<file path="config.mk">
export PLATFORM = sky130hd
export DESIGN_NAME = memCtrl
export DESIGN_NICKNAME = d
export VERILOG_FILES = /design/src/source/memCtrlPkg.sv /design/src/source/memCtrl.sv /design/src/source/byteAssembler.sv /design/src/source/busDriver.sv /design/src/source/accessSequencer.sv
export SDC_FILE = /design/constraint.sdc
export NUM_CORES = 1
export LEC_CHECK = 0
export ABC_AREA = 0
export BUFFER_PORTS_ARGS = -buffer_cell sky130_fd_sc_hd__buf_2
export CAP_MARGIN = 5
export CORE_MARGIN = 5
export CORE_UTILIZATION = 54
export CTS_BUF_LIST = sky130_fd_sc_hd__clkbuf_8
export DETAILED_ROUTE_END_ITERATION = 10
export PLACE_DENSITY = 0.83
export SYNTH_ARGS = -nofsm -noshare
export SYNTH_HDL_FRONTEND = slang
export SYNTH_SLANG_ARGS = --single-unit
</file>
<file path="constraint.sdc">
create_clock -name clk -period 6.3 [get_ports clk]
set_input_delay 1.26 -clock clk [delete_from_list [all_inputs] [get_ports clk]]
set_output_delay 1.26 -clock clk [all_outputs]
set_load 0.02 [all_outputs]
</file>
<file path="src/source/memCtrlPkg.sv">
`default_nettype none

package memCtrlPkg;

    localparam int ADDR_W = 32;
    localparam int WORD_W = 32;
    localparam int BYTE_W = 8;

    // a fetch always reads a full word
    localparam int FETCH_BYTES = 4;

    // encoded as byte count minus one, so the value is the last byte index
    typedef enum logic [1:0] {
        LEN_BYTE = 2'd0,
        LEN_HALF = 2'd1,
        LEN_WORD = 2'd3
    } accessLen_t;

    typedef enum logic [1:0] {
        OWN_NONE  = 2'd0,
        OWN_DATA  = 2'd1,
        OWN_FETCH = 2'd2
    } owner_t;

    typedef struct packed {
        logic              en;
        logic              store;
        accessLen_t        len;
        logic [ADDR_W-1:0] addr;
        logic [WORD_W-1:0] wdata;
    } dataReq_t;

    // one byte step of a transaction
    typedef struct packed {
        logic       start;
        owner_t     owner;
        logic [1:0] byteIdx;
        logic       write;
        logic       last;
    } busCmd_t;

endpackage

`default_nettype wire
</file>
<file path="src/source/memCtrl.sv">
`timescale 1ns/1ps
`default_nettype none

module memCtrl (
    input  logic                              clk,
    input  logic                              rst,
    input  logic                              fetchReq,
    input  logic [memCtrlPkg::ADDR_W-1:0]     fetchAddr,
    output logic                              fetchDone,
    output logic [memCtrlPkg::WORD_W-1:0]     fetchInst,
    input  memCtrlPkg::dataReq_t              dataReq,
    output logic                              dataDone,
    output logic [memCtrlPkg::WORD_W-1:0]     dataRdata,
    output memCtrlPkg::owner_t                owner,
    output logic [memCtrlPkg::ADDR_W-1:0]     memAddr,
    output logic                              memWrite,
    output logic [memCtrlPkg::BYTE_W-1:0]     memWdata,
    input  logic [memCtrlPkg::BYTE_W-1:0]     memRdata
);
    import memCtrlPkg::*;

    busCmd_t busCmd;

    accessSequencer accessSequencer_i (
        .clk       (clk),
        .rst       (rst),
        .fetchReq  (fetchReq),
        .dataEn    (dataReq.en),
        .dataStore (dataReq.store),
        .dataLen   (dataReq.len),
        .busCmd    (busCmd),
        .fetchDone (fetchDone),
        .dataDone  (dataDone),
        .owner     (owner)
    );

    busDriver busDriver_i (
        .clk       (clk),
        .rst       (rst),
        .busCmd    (busCmd),
        .fetchAddr (fetchAddr),
        .dataAddr  (dataReq.addr),
        .dataWdata (dataReq.wdata),
        .memAddr   (memAddr),
        .memWrite  (memWrite),
        .memWdata  (memWdata)
    );

    byteAssembler byteAssembler_i (
        .clk       (clk),
        .rst       (rst),
        .busCmd    (busCmd),
        .dataLen   (dataReq.len),
        .memRdata  (memRdata),
        .fetchInst (fetchInst),
        .dataRdata (dataRdata)
    );

endmodule

`default_nettype wire

</file>
<file path="src/source/byteAssembler.sv">
`timescale 1ns/1ps
`default_nettype none

module byteAssembler (
    input  logic                              clk,
    input  logic                              rst,
    input  memCtrlPkg::busCmd_t               busCmd,
    input  memCtrlPkg::accessLen_t            dataLen,
    input  logic [memCtrlPkg::BYTE_W-1:0]     memRdata,
    output logic [memCtrlPkg::WORD_W-1:0]     fetchInst,
    output logic [memCtrlPkg::WORD_W-1:0]     dataRdata
);
    import memCtrlPkg::*;

    logic [WORD_W-1:0] asmWord;
    logic [WORD_W-1:0] merged;
    logic [WORD_W-1:0] loadMask;
    logic              capture;

    assign capture = (busCmd.owner != OWN_NONE) && !busCmd.write;

    // word as it stands once the current byte is in
    always_comb begin
        merged = asmWord;
        merged[busCmd.byteIdx*BYTE_W +: BYTE_W] = memRdata;
    end

    always_comb begin
        case (dataLen)
            LEN_BYTE: loadMask = 32'h0000_00ff;
            LEN_HALF: loadMask = 32'h0000_ffff;
            default:  loadMask = 32'hffff_ffff;
        endcase
    end

    always_ff @(posedge clk) begin
        if (rst) begin
            asmWord <= '0;
        end else if (capture) begin
            if (busCmd.last) begin
                asmWord <= '0;
            end else begin
                asmWord <= merged;
            end
        end
    end

    // results hold until the same requester finishes again
    always_ff @(posedge clk) begin
        if (capture && busCmd.last) begin
            if (busCmd.owner == OWN_FETCH) begin
                fetchInst <= merged;
            end else begin
                dataRdata <= merged & loadMask;
            end
        end
    end

endmodule

`default_nettype wire

</file>
<file path="src/source/busDriver.sv">
`timescale 1ns/1ps
`default_nettype none

module busDriver (
    input  logic                              clk,
    input  logic                              rst,
    input  memCtrlPkg::busCmd_t               busCmd,
    input  logic [memCtrlPkg::ADDR_W-1:0]     fetchAddr,
    input  logic [memCtrlPkg::ADDR_W-1:0]     dataAddr,
    input  logic [memCtrlPkg::WORD_W-1:0]     dataWdata,
    output logic [memCtrlPkg::ADDR_W-1:0]     memAddr,
    output logic                              memWrite,
    output logic [memCtrlPkg::BYTE_W-1:0]     memWdata
);
    import memCtrlPkg::*;

    logic [ADDR_W-1:0] baseAddr;
    logic [ADDR_W-1:0] reqAddr;
    logic [ADDR_W-1:0] curBase;
    logic [WORD_W-1:0] storeWord;
    logic [WORD_W-1:0] curWord;

    assign reqAddr = (busCmd.owner == OWN_DATA) ? dataAddr : fetchAddr;

    // latched copies are not there yet in the start cycle
    assign curBase = busCmd.start ? reqAddr : baseAddr;
    assign curWord = busCmd.start ? dataWdata : storeWord;

    assign memAddr  = curBase + ADDR_W'(busCmd.byteIdx);
    assign memWrite = busCmd.write;

    // little-endian, byte k of the word goes to base plus k
    assign memWdata = busCmd.write ? curWord[busCmd.byteIdx*BYTE_W +: BYTE_W] : '0;

    always_ff @(posedge clk) begin
        if (rst) begin
            baseAddr <= '0;
        end else if (busCmd.start) begin
            baseAddr <= reqAddr;
        end
    end

    always_ff @(posedge clk) begin
        if (busCmd.start) begin
            storeWord <= dataWdata;
        end
    end

endmodule

`default_nettype wire

</file>
<file path="src/source/accessSequencer.sv">
`timescale 1ns/1ps
`default_nettype none

module accessSequencer (
    input  logic                   clk,
    input  logic                   rst,
    input  logic                   fetchReq,
    input  logic                   dataEn,
    input  logic                   dataStore,
    input  memCtrlPkg::accessLen_t dataLen,
    output memCtrlPkg::busCmd_t    busCmd,
    output logic                   fetchDone,
    output logic                   dataDone,
    output memCtrlPkg::owner_t     owner
);
    import memCtrlPkg::*;

    logic       busy;
    owner_t     curOwner;
    logic [1:0] byteIdx;
    logic [1:0] lastIdx;
    logic       curWrite;
    logic       idle;
    owner_t     grant;
    logic [1:0] grantLast;

    // the done cycle still counts as busy, requests are looked at one cycle later
    assign idle = !busy && !fetchDone && !dataDone;

    // data first when both are waiting
    always_comb begin
        if (dataEn) begin
            grant     = OWN_DATA;
            grantLast = dataLen;
        end else if (fetchReq) begin
            grant     = OWN_FETCH;
            grantLast = 2'(FETCH_BYTES - 1);
        end else begin
            grant     = OWN_NONE;
            grantLast = 2'd0;
        end
    end

    always_comb begin
        busCmd       = '0;
        busCmd.owner = OWN_NONE;
        if (busy) begin
            busCmd.owner   = curOwner;
            busCmd.byteIdx = byteIdx;
            busCmd.write   = curWrite;
            busCmd.last    = (byteIdx == lastIdx);
        end else if (idle && grant != OWN_NONE) begin
            // first byte goes out in the same cycle the request is taken
            busCmd.start = 1'b1;
            busCmd.owner = grant;
            busCmd.write = (grant == OWN_DATA) && dataStore;
            busCmd.last  = (grantLast == 2'd0);
        end
    end

    assign owner = busCmd.owner;

    always_ff @(posedge clk) begin
        if (rst) begin
            busy      <= 1'b0;
            fetchDone <= 1'b0;
            dataDone  <= 1'b0;
            curOwner  <= OWN_NONE;
            byteIdx   <= 2'd0;
            lastIdx   <= 2'd0;
            curWrite  <= 1'b0;
        end else begin
            fetchDone <= 1'b0;
            dataDone  <= 1'b0;
            if (busCmd.start) begin
                curOwner <= grant;
                lastIdx  <= grantLast;
                curWrite <= busCmd.write;
            end
            if (busCmd.owner != OWN_NONE) begin
                if (busCmd.last) begin
                    busy      <= 1'b0;
                    byteIdx   <= 2'd0;
                    fetchDone <= (busCmd.owner == OWN_FETCH);
                    dataDone  <= (busCmd.owner == OWN_DATA);
                end else begin
                    busy    <= 1'b1;
                    byteIdx <= busCmd.byteIdx + 2'd1;
                end
            end
        end
    end

endmodule

`default_nettype wire

</file>
==> results of run 1 <==
[kinds of logic after synthesis]
logic type / count (synthesis) / share of synthesized area [%]
and+or+nand+nor: 392 / 24.8
xor gates and xnor gates: 32 / 3.51
DFF: 170 / 50.7
muxes: 4 / 0.502
buffers and inverters: 92 / 5.17
adders and majority gates: 8 / 1.35
AOI/OAI and AO/OA: 187 / 14.0
[power groups by stage]
stage / Combinational (mW) / Sequential [mW] / Clock, mW
3_3_place_gp: 1.07 / 1.37 / 0
6_report: 1.10 / 1.36 / 0.739
3_5_place_dp: 1.09 / 1.38 / 0
4_1_cts: 1.09 / 1.36 / 0.751
5_1_grt: 1.20 / 1.37 / 0.798
2_1_floorplan: 0.776 / 1.40 / 0
[state kept, by name, summed over array words and instances, names as in the netlist]
register	count
byteAssembler_i.asmWord	32
busDriver_i.storeWord	32
accessSequencer_i.lastIdx	2
byteAssembler_i.fetchInst	32
busDriver_i.baseAddr	32
accessSequencer_i.curWrite	1
accessSequencer_i.byteIdx	2
accessSequencer_i.fetchDone	1
accessSequencer_i.curOwner	2
byteAssembler_i.dataRdata	32
accessSequencer_i.busy	1
accessSequencer_i.dataDone	1
[through the flow]
stage,hold WS (ns),util [%]
after global routing,0.470,65.5
after global placement,0.424,62.8
after floorplan,0.411,-
final,0.443,65.5
after detailed placement,0.427,62.8
after CTS,0.447,65.5
[synth_stat cells (all sizes together), types with 6 or more instances]
cell type and n:
a21oi 81, a31oi 32, and2 11, buf 28, clkbuf 27, dfxtp 106
edfxtp 64, ha 7, inv 37, nand2 146, nand2b 6, nand3 46
nand4 6, nor2 70, nor2b 54, nor3 24, o211ai 12, o21ai 46
or2 12, xnor2 18, xor2 14
[critical path, cell delays in order]
cell and delay [ns]:
buf_2 0.12, or4b_1 0.52, nand2_4 0.17, mux2i_1 0.09
o21ai_0 0.20, ha_1 0.23, fa_1 0.20, inv_1 0.08
a311oi_1 0.39, nand3_1 0.21, nor4_4 0.43, nand3_1 0.17
xor2_1 0.22, buf_2 0.20
[final timing paths]
kind / from / to / slack, ns / cells after the start
setup reg to reg: accessSequencer_i.busy$_SDFFE_PP0N_ / byteAssembler_i.asmWord[27]$_SDFFE_PP0P_ / 2.56 / 7
hold reg to reg: busDriver_i.storeWord[26]$_DFF_P_ / busDriver_i.storeWord[26]$_DFF_P_ / 0.44 / 2
setup / recovery: dataReq[67] / memAddr[28] / 0.53 / 14
hold / removal: busDriver_i.storeWord[26]$_DFF_P_ / busDriver_i.storeWord[26]$_DFF_P_ / 0.44 / 2
[cell type report]
class,count,area (um^2)
Sequential cell,170,4040
Fill cell,1246,5020
Clock buffer,19,262
Inverter,37,139
Multi-Input combinational cell,623,3530
Clock inverter,13,118
Antenna cell,1,2.50
Timing Repair Buffer,231,1190
Tap cell,184,230
[metal layers]
layer / share of wire [%] / up-vias
met5: 0.18 / -
met2: 49 / 293
li1: - / 3430
met3: 8.7 / 48
met1: 39 / 3326
met4: 2.9 / 6
==> impl_metrics.env, run 1 <==
export IMPL_synthArstFlopShare_pct=0
export IMPL_path_class="in -> out"
export IMPL_cts_inserted_buffers=17
export IMPL_end_kind="output pin"
export IMPL_die_w_um=132
export IMPL_root_buffer="clkbuf_8"
export IMPL_p_int_mw=2.00
export IMPL_fin_area_um2=9520
export IMPL_post_drt_wl_per_cell_um=16.6
export IMPL_drc=0
export IMPL_grt_max_degree=75
export IMPL_grt_antenna_before_repair=4
export IMPL_seq_power_share_pct=42.5
export IMPL_p_leak_nw=4.07
export IMPL_ios=220
export IMPL_combinationalPowerShare_pct=34.3
export IMPL_final_common_cell="buf_2"
export IMPL_p_sw_mw=1.19
export IMPL_final_cell_count_no_fill=1278
export IMPL_clock_skew_final_ns=0.00670
export IMPL_cts_tree="yes"
export IMPL_timing_fmax_mhz=173
export IMPL_syn_area_um2=7980
export IMPL_crit_arrival_ns=4.51
export IMPL_fin_nets=1199
export IMPL_slew_headroom_pct=22.3
export IMPL_synth_edf_count=64
export IMPL_worstPathRequired_ns=5.04
export IMPL_hold_viol=0
export IMPL_hpwl_um=14900
export IMPL_die_area_um2=17300
export IMPL_num_vias=7103
export IMPL_drt_iter0_drc=696
export IMPL_holdBufCountCts=0
export IMPL_hold_class="reg -> reg"
export IMPL_synth_seq_cells=170
export IMPL_cts_htree_levels=4
export IMPL_finalWorstSetupSlack_ns=0.533
export IMPL_grt_pass1_wl_um=34100
export IMPL_drive_gt1_share_pct=27.6
export IMPL_core_um2=14500
export IMPL_worstMarginPinSlew_ns=1.17
export IMPL_setup_viol=0
export IMPL_die_h_um=132
export IMPL_finalSetupTns_ns=0
export IMPL_outcome="complete, no violations"
export IMPL_ant_nets=0
export IMPL_syn_area_per_cell_um2=9.02
export IMPL_final_cell_mix="buf_2, nand2_1, dfxtp_1"
export IMPL_period_minus_slack_ns=5.77
export IMPL_rows=44
export IMPL_synth_top_area_cell="dfxtp_1"
export IMPL_path_max_fanout=8
export IMPL_drv_cap=0
export IMPL_syn_num_nets=1004
export IMPL_area_growth_pct=19.2
export IMPL_top_usage_layer="met2"
export IMPL_grtUsageMet2_pct=39.8
export IMPL_insertion_delay_ns=0.46
export IMPL_powerDensity_nw_per_um2=335
export IMPL_met3_usage_pct=8.14
export IMPL_cts_sinks=170
export IMPL_path_clk_slew_ns=0.08
export IMPL_power_switching_share_pct=37.4
export IMPL_numPlacedInstances=1245
export IMPL_cp_start_kind="primary input"
export IMPL_ys_flop_type="dfxtp_1"
export IMPL_portBuffers=219
export IMPL_p_total_mw=3.19
export IMPL_slew_viol_final=0
export IMPL_ys_warn_count=0
export IMPL_yosysUniqueCellTypes=54
export IMPL_netlist_instances=885
export IMPL_dr_pass1_iters=5
export IMPL_clock_power_share_pct=23.2
export IMPL_synthTopCellsByArea="dfxtp_1, edfxtp_1, nand2_1"
export IMPL_grt_util_all_layers_pct=23.9
export IMPL_grt_pass1_vias=6905
export IMPL_placed_area_um2=9130
export IMPL_vias_per_cell=5.56
export IMPL_initial_core_util_pct=54.9
export IMPL_post_cts_buffers=0
export IMPL_routed_wl_um=21200
export IMPL_netlist_area_leader_share_pct=26.6
export IMPL_use_met1_pct=28.4
export IMPL_place_congestion=0.859
export IMPL_vdd_drop_max_mv=0.169
export IMPL_rsz0062_at_grt="no"
export IMPL_synth_seq_area_share_pct=50.7
export IMPL_overflow=0
export IMPL_pre_cts_ws_ns=0.587
export IMPL_period_share_pct=91.5
export IMPL_clk_path_buf_depth=2
export IMPL_ctsResizeCount=0
Note: power is estimated with default switching activity, not from simulation.
==> inputs of run 2 (changes only) <==
--- a/config.mk
+++ b/config.mk
@@ -8,7 +8,7 @@
 export ABC_AREA = 0
 export BUFFER_PORTS_ARGS = -buffer_cell sky130_fd_sc_hd__buf_2
 export CAP_MARGIN = 5
-export CORE_MARGIN = 5
+export CORE_MARGIN = 1.5
 export CORE_UTILIZATION = 54
 export CTS_BUF_LIST = sky130_fd_sc_hd__clkbuf_8
 export DETAILED_ROUTE_END_ITERATION = 10
==> impl_metrics.env, run 2 (synthesis gave the netlist of run 1 again) <==
export IMPL_fin_util_pct=65.6
export IMPL_area_growth_pct=19.0
export IMPL_post_drt_wl_per_cell_um=16.3
export IMPL_p_leak_nw=4.08
export IMPL_grt_pass1_wl_um=33400
export IMPL_p_int_mw=1.94
export IMPL_vias_per_cell=5.48
export IMPL_cp_slowest_cell="or4b_1"
export IMPL_clock_power_share_pct=22.3
export IMPL_diodes=0
export IMPL_place_congestion=0.851
export IMPL_overflow=0
export IMPL_period_share_pct=91.0
export IMPL_slew_headroom_pct=38.2
export IMPL_hold_slack_ns=0.444
export IMPL_post_cts_buffers=0
export IMPL_die_w_um=125
export IMPL_combinationalPowerShare_pct=34.7
export IMPL_grt_max_degree=75
export IMPL_final_cell_mix="buf_2, nand2_1, dfxtp_1"
export IMPL_core_um2=14500
export IMPL_insertion_delay_ns=0.47
export IMPL_routed_wl_um=20800
export IMPL_drc=0
export IMPL_drive_gt1_share_pct=27.9
export IMPL_portBuffers=219
export IMPL_setup_viol=0
export IMPL_slew_viol_final=0
export IMPL_final_common_cell="buf_2"
export IMPL_powerDensity_nw_per_um2=332
export IMPL_p_total_mw=3.15
export IMPL_root_buffer="clkbuf_8"
export IMPL_cts_inserted_buffers=17
export IMPL_grt_antenna_before_repair=2
export IMPL_path_max_fanout=8
export IMPL_finalSetupTns_ns=0
export IMPL_ctsResizeCount=0
export IMPL_initial_core_util_pct=55.1
export IMPL_fillCellCount=1249
export IMPL_fin_nets=1201
export IMPL_rsz0062_at_grt="no"
export IMPL_drv_cap=0
export IMPL_cts_sinks=170
export IMPL_dr_pass1_iters=5
export IMPL_grt_pass1_vias=6805
export IMPL_worstMarginPinSlew_ns=0.926
export IMPL_clk_path_buf_depth=2
export IMPL_power_switching_share_pct=38.3
export IMPL_p_sw_mw=1.21
export IMPL_crit_arrival_ns=4.47
export IMPL_period_minus_slack_ns=5.73
export IMPL_drt_iter0_drc=660
export IMPL_vdd_drop_max_mv=0.171
export IMPL_hold_viol=0
export IMPL_multiInputGateArea_um2=3530
export IMPL_pre_cts_ws_ns=0.625
export IMPL_register_area_um2=4040
export IMPL_rows=44
export IMPL_seq_power_share_pct=43.0
export IMPL_cpPeakStageDelay_ns=0.52
export IMPL_hold_class="reg -> reg"
export IMPL_grt_util_all_layers_pct=26.9
export IMPL_timing_fmax_mhz=174
export IMPL_cts_tree="yes"
export IMPL_hpwl_um=14500
export IMPL_path_cells="buf_2 > or4b_1 > nand2_4 > mux2i_1 > o21ai_0 > fa_1 > inv_1 > a311oi_1 > nand3_1 > nor4_4 > nand3_1 > xor2_1 > buf_2"
export IMPL_die_h_um=125
export IMPL_cts_htree_levels=4
export IMPL_num_vias=7015
export IMPL_die_area_um2=15500
export IMPL_cp_start_kind="primary input"
export IMPL_path_class="in -> out"
export IMPL_ios=220
export IMPL_ant_nets=0
export IMPL_path_clk_slew_ns=0.09
export IMPL_holdBufCountCts=0
export IMPL_end_kind="output pin"
export IMPL_outcome="complete, no violations"
export IMPL_worstPathRequired_ns=5.04
export IMPL_clock_skew_final_ns=0.0118
export IMPL_finalWorstSetupSlack_ns=0.569
==> run 2: changes by cell type in the layout (fill, tap and decap cells not counted), sizes merged <==
cell / previous run / this run
inv: 41 / 44
clkbuf: 19 / 17
bufinv: 1 / 0
clkinvlp: 5 / 1
clkinv: 3 / 7
buf: 231 / 233
diode: 1 / 0
==> run 2: critical path: cells and delay by family <==
kind                     cells  cell delay, ns
AND/OR/NAND/NOR              5            1.50
multiplexers                 1            0.10
AO/OA/AOI/OAI                2            0.75
XOR/XNOR                     1            0.20
adder cells (fa/ha/maj)      1            0.27
buffers and inverters        3            0.38
==> run 2: metal layers <==
layer | GRT usage, % | wire [um] | vias to the layer above
met5 | 0 | 12 | -
met4 | 9.33 | 399 | 2
met3 | 6.87 | 1480 | 34
met2 | 47.4 | 10700 | 273
met1 | 31.8 | 8280 | 3279
li1 | - | - | 3427
==> run 2: final cells by class <==
cell class	instances	area share (%)
timing repair buffer	233	12.6
multi-input combinational	623	37.2
clock inverter	15	1.22
sequential	170	42.6
clock buffer	17	2.46
inverter	37	1.46
tap	184	2.42
==> run 2: power by group through the flow <==
stage / Clock [mW] / Sequential, mW / Combinational (mW)
after floorplan: 0 / 1.40 / 0.776
after detailed placement: 0 / 1.38 / 1.09
after global placement: 0 / 1.38 / 1.07
final: 0.702 / 1.36 / 1.09
after global routing: 0.756 / 1.37 / 1.20
after CTS: 0.713 / 1.36 / 1.09
==> run 2: worst paths after layout <==
path,start,to,slack (ns),cells past startpoint
worst max-delay path,dataReq[67],memAddr[28],0.57,13
worst min-delay path,busDriver_i.storeWord[9]$_DFF_P_,busDriver_i.storeWord[9]$_DFF_P_,0.44,2
worst max register to register,accessSequencer_i.busy$_SDFFE_PP0N_,byteAssembler_i.asmWord[27]$_SDFFE_PP0P_,2.83,9
worst min register to register,busDriver_i.storeWord[9]$_DFF_P_,busDriver_i.storeWord[9]$_DFF_P_,0.44,2
==> run 2: stage by stage <==
step	std cells	cell area [um^2]
after global routing	1279	9500
after detailed placement	1247	9150
after CTS	1279	9500
after floorplan	885	7980
after global placement	1247	9150
final	1279	9500
==> inputs of run 3 (changes only) <==
--- a/config.mk
+++ b/config.mk
@@ -9,10 +9,12 @@
 export BUFFER_PORTS_ARGS = -buffer_cell sky130_fd_sc_hd__buf_2
 export CAP_MARGIN = 5
 export CORE_MARGIN = 1.5
-export CORE_UTILIZATION = 54
+export CORE_UTILIZATION = 55
 export CTS_BUF_LIST = sky130_fd_sc_hd__clkbuf_8
 export DETAILED_ROUTE_END_ITERATION = 10
-export PLACE_DENSITY = 0.83
+export PLACE_DENSITY = 0.84
 export SYNTH_ARGS = -nofsm -noshare
 export SYNTH_HDL_FRONTEND = slang
+export SYNTH_HIERARCHICAL = 1
 export SYNTH_SLANG_ARGS = --single-unit
+export TNS_END_PERCENT = 100
==> impl_metrics.env, run 3 <==
export IMPL_post_drt_wl_per_cell_um=17.7
export IMPL_grt_antenna_before_repair=4
export IMPL_final_cell_mix="buf_2, dfxtp_1, nand2_1"
export IMPL_netlist_instances=777
export IMPL_synth_edf_count=64
export IMPL_core_um2=14500
export IMPL_fin_nets=1090
export IMPL_drt_iter0_drc=374
export IMPL_p_sw_mw=1.01
export IMPL_holdBufCountCts=0
export IMPL_path_max_fanout=15
export IMPL_drive_gt1_share_pct=35.2
export IMPL_syn_num_nets=896
export IMPL_root_buffer="clkbuf_8"
export IMPL_end_kind="output pin"
export IMPL_ctsResizeCount=0
export IMPL_cts_tree="yes"
export IMPL_yosysMostFrequentCell="dfxtp_1"
export IMPL_reg2reg_setup_slack_ns=3.04
export IMPL_rows=44
export IMPL_grt_pass1_wl_um=33100
export IMPL_worstPathRequired_ns=5.04
export IMPL_place_congestion=0.855
export IMPL_die_area_um2=15600
export IMPL_die_w_um=125
export IMPL_setup_viol=0
export IMPL_synthArstFlopShare_pct=0
export IMPL_grt_max_degree=90
export IMPL_synth_seq_cells=170
export IMPL_vdd_drop_max_mv=0.204
export IMPL_fin_area_um2=9710
export IMPL_syn_area_um2=8150
export IMPL_portBuffers=219
export IMPL_final_cell_count_no_fill=1169
export IMPL_syn_area_per_cell_um2=10.5
export IMPL_post_cts_buffers=0
export IMPL_clock_skew_final_ns=0.0108
export IMPL_powerDensity_nw_per_um2=305
export IMPL_period_minus_slack_ns=5.82
export IMPL_hold_class="reg -> reg"
export IMPL_hpwl_um=14800
export IMPL_vias_per_cell=5.75
export IMPL_ant_nets=0
export IMPL_num_vias=6727
export IMPL_worstMarginPinSlew_ns=1.00
export IMPL_routed_wl_um=20700
export IMPL_cp_start_kind="primary input"
export IMPL_synth_top_area_cell="dfxtp_1"
export IMPL_r2r_start="accessSequencer_i/busy$_SDFFE_PP0P_"
export IMPL_hold_path_startpoint="accessSequencer_i/curWrite$_SDFFE_PP0P_"
export IMPL_path_class="in -> out"
export IMPL_area_growth_pct=19.0
export IMPL_p_leak_nw=4.06
export IMPL_synth_commonest_cells="dfxtp_1, nand2_1, edfxtp_1"
export IMPL_numPlacedInstances=1136
export IMPL_slew_headroom_pct=32.9
export IMPL_initial_core_util_pct=56.3
export IMPL_netlist_area_leader_share_pct=26.0
export IMPL_p_int_mw=1.94
export IMPL_hold_viol=0
export IMPL_period_share_pct=92.3
export IMPL_outcome="complete, no violations"
export IMPL_insertion_delay_ns=0.48
export IMPL_slew_viol_final=0
export IMPL_placed_area_um2=9290
export IMPL_worst_r2r_cell_count=5
export IMPL_ios=220
export IMPL_synthTopCellsByArea="dfxtp_1, edfxtp_1, mux2_2"
export IMPL_cts_sinks=170
export IMPL_overflow=0
export IMPL_seq_power_share_pct=44.2
export IMPL_hold_slack_ns=0.479
export IMPL_timing_fmax_mhz=172
export IMPL_grt_util_all_layers_pct=26.9
export IMPL_drc=0
export IMPL_crit_arrival_ns=4.56
export IMPL_clock_power_share_pct=26.7
export IMPL_ys_warn_count=6
export IMPL_hold_depth=2
export IMPL_cts_inserted_buffers=17
export IMPL_clk_path_buf_depth=2
export IMPL_power_switching_share_pct=34.2
export IMPL_drv_cap=0
export IMPL_cts_htree_levels=4
export IMPL_die_h_um=125
export IMPL_rsz0062_at_grt="no"
export IMPL_finalSetupTns_ns=0
export IMPL_r2r_end="byteAssembler_i/fetchInst[26]$_DFFE_PP_"
export IMPL_dr_pass1_iters=5
export IMPL_grt_pass1_vias=6629
export IMPL_synth_seq_area_share_pct=49.6
export IMPL_ys_flop_type="dfxtp_1"
export IMPL_path_clk_slew_ns=0.10
export IMPL_yosysUniqueCellTypes=70
export IMPL_min_to="accessSequencer_i/curWrite$_SDFFE_PP0P_"
export IMPL_final_common_cell="buf_2"
export IMPL_combinationalPowerShare_pct=29.0
## run 3: area by class of cell
class | instances | area (um^2)
Antenna cell | 1 | 2.50
Clock buffer | 17 | 234
Clock inverter | 15 | 181
Fill cell | 1142 | 4770
Inverter | 28 | 108
Multi-Input combinational cell | 524 | 3710
Sequential cell | 170 | 4040
Tap cell | 184 | 230
Timing Repair Buffer | 230 | 1190
## run 3: critical path, stage by stage
cell and delay (ns):
buf_2 0.11, and2_1 0.19, a21oi_1 0.10, inv_1 0.12, nor2b_4 0.34, nand2_1 0.09, a31oi_1 0.31, ha_1 0.21
a21oi_1 0.05, or4b_1 0.58, or4_4 0.56, nor4_2 0.29, xnor2_1 0.14, buf_2 0.18
## run 3: stage by stage
stage	setup slack (ns)	utilization, %	total power [mW]
3_5_place_dp	0.495	64.1	2.18
3_3_place_gp	0.551	64.1	2.16
2_1_floorplan	0.0241	-	1.95
4_1_cts	0.477	67.0	2.96
5_1_grt	0.181	67.0	3.09
6_report	0.483	67.0	2.96
## run 3: worst max path at each step
| stage | to | cells after the start | from | slack (ns) |
|---|---|---|---|---|
| 3_3_place_gp | memAddr[31] | 14 | dataReq[67] | 0.55 |
| 4_1_cts | memAddr[31] | 14 | dataReq[67] | 0.48 |
| 2_1_floorplan | memAddr[31] | 18 | dataReq[67] | 0.02 |
| 5_1_grt | memAddr[31] | 14 | accessSequencer_i/busy$_SDFFE_PP0P_ | 0.18 |
| 3_5_place_dp | memAddr[31] | 14 | dataReq[67] | 0.50 |
| 6_report | memAddr[31] | 14 | dataReq[67] | 0.48 |
## run 3: logic make-up (layout without fill, tap and decap cells)
group	after synthesis	in the layout	share of synthesized area, %
simple gates	311	311	21.6
flops	170	170	49.6
compound gates	133	133	12.3
buf+inv	83	290	5.06
mux	40	40	6.63
xor+xnor	32	32	3.44
fa+ha+maj	8	8	1.32
other cells	0	1	0
## run 3: layer usage
layer	vias up	track usage (%)	wire length (um)
met5	-	0	32
met4	6	11.2	596
met3	49	7.39	1710
met2	315	47.1	10500
met1	3181	30.9	7830
li1	3176	-	-
## run 3: power groups by stage
stage	Combinational [mW]	Clock (mW)	Sequential (mW)
2_1_floorplan	0.608	0	1.35
3_3_place_gp	0.832	0	1.33
3_5_place_dp	0.847	0	1.33
4_1_cts	0.854	0.798	1.31
5_1_grt	0.925	0.842	1.32
6_report	0.858	0.790	1.31
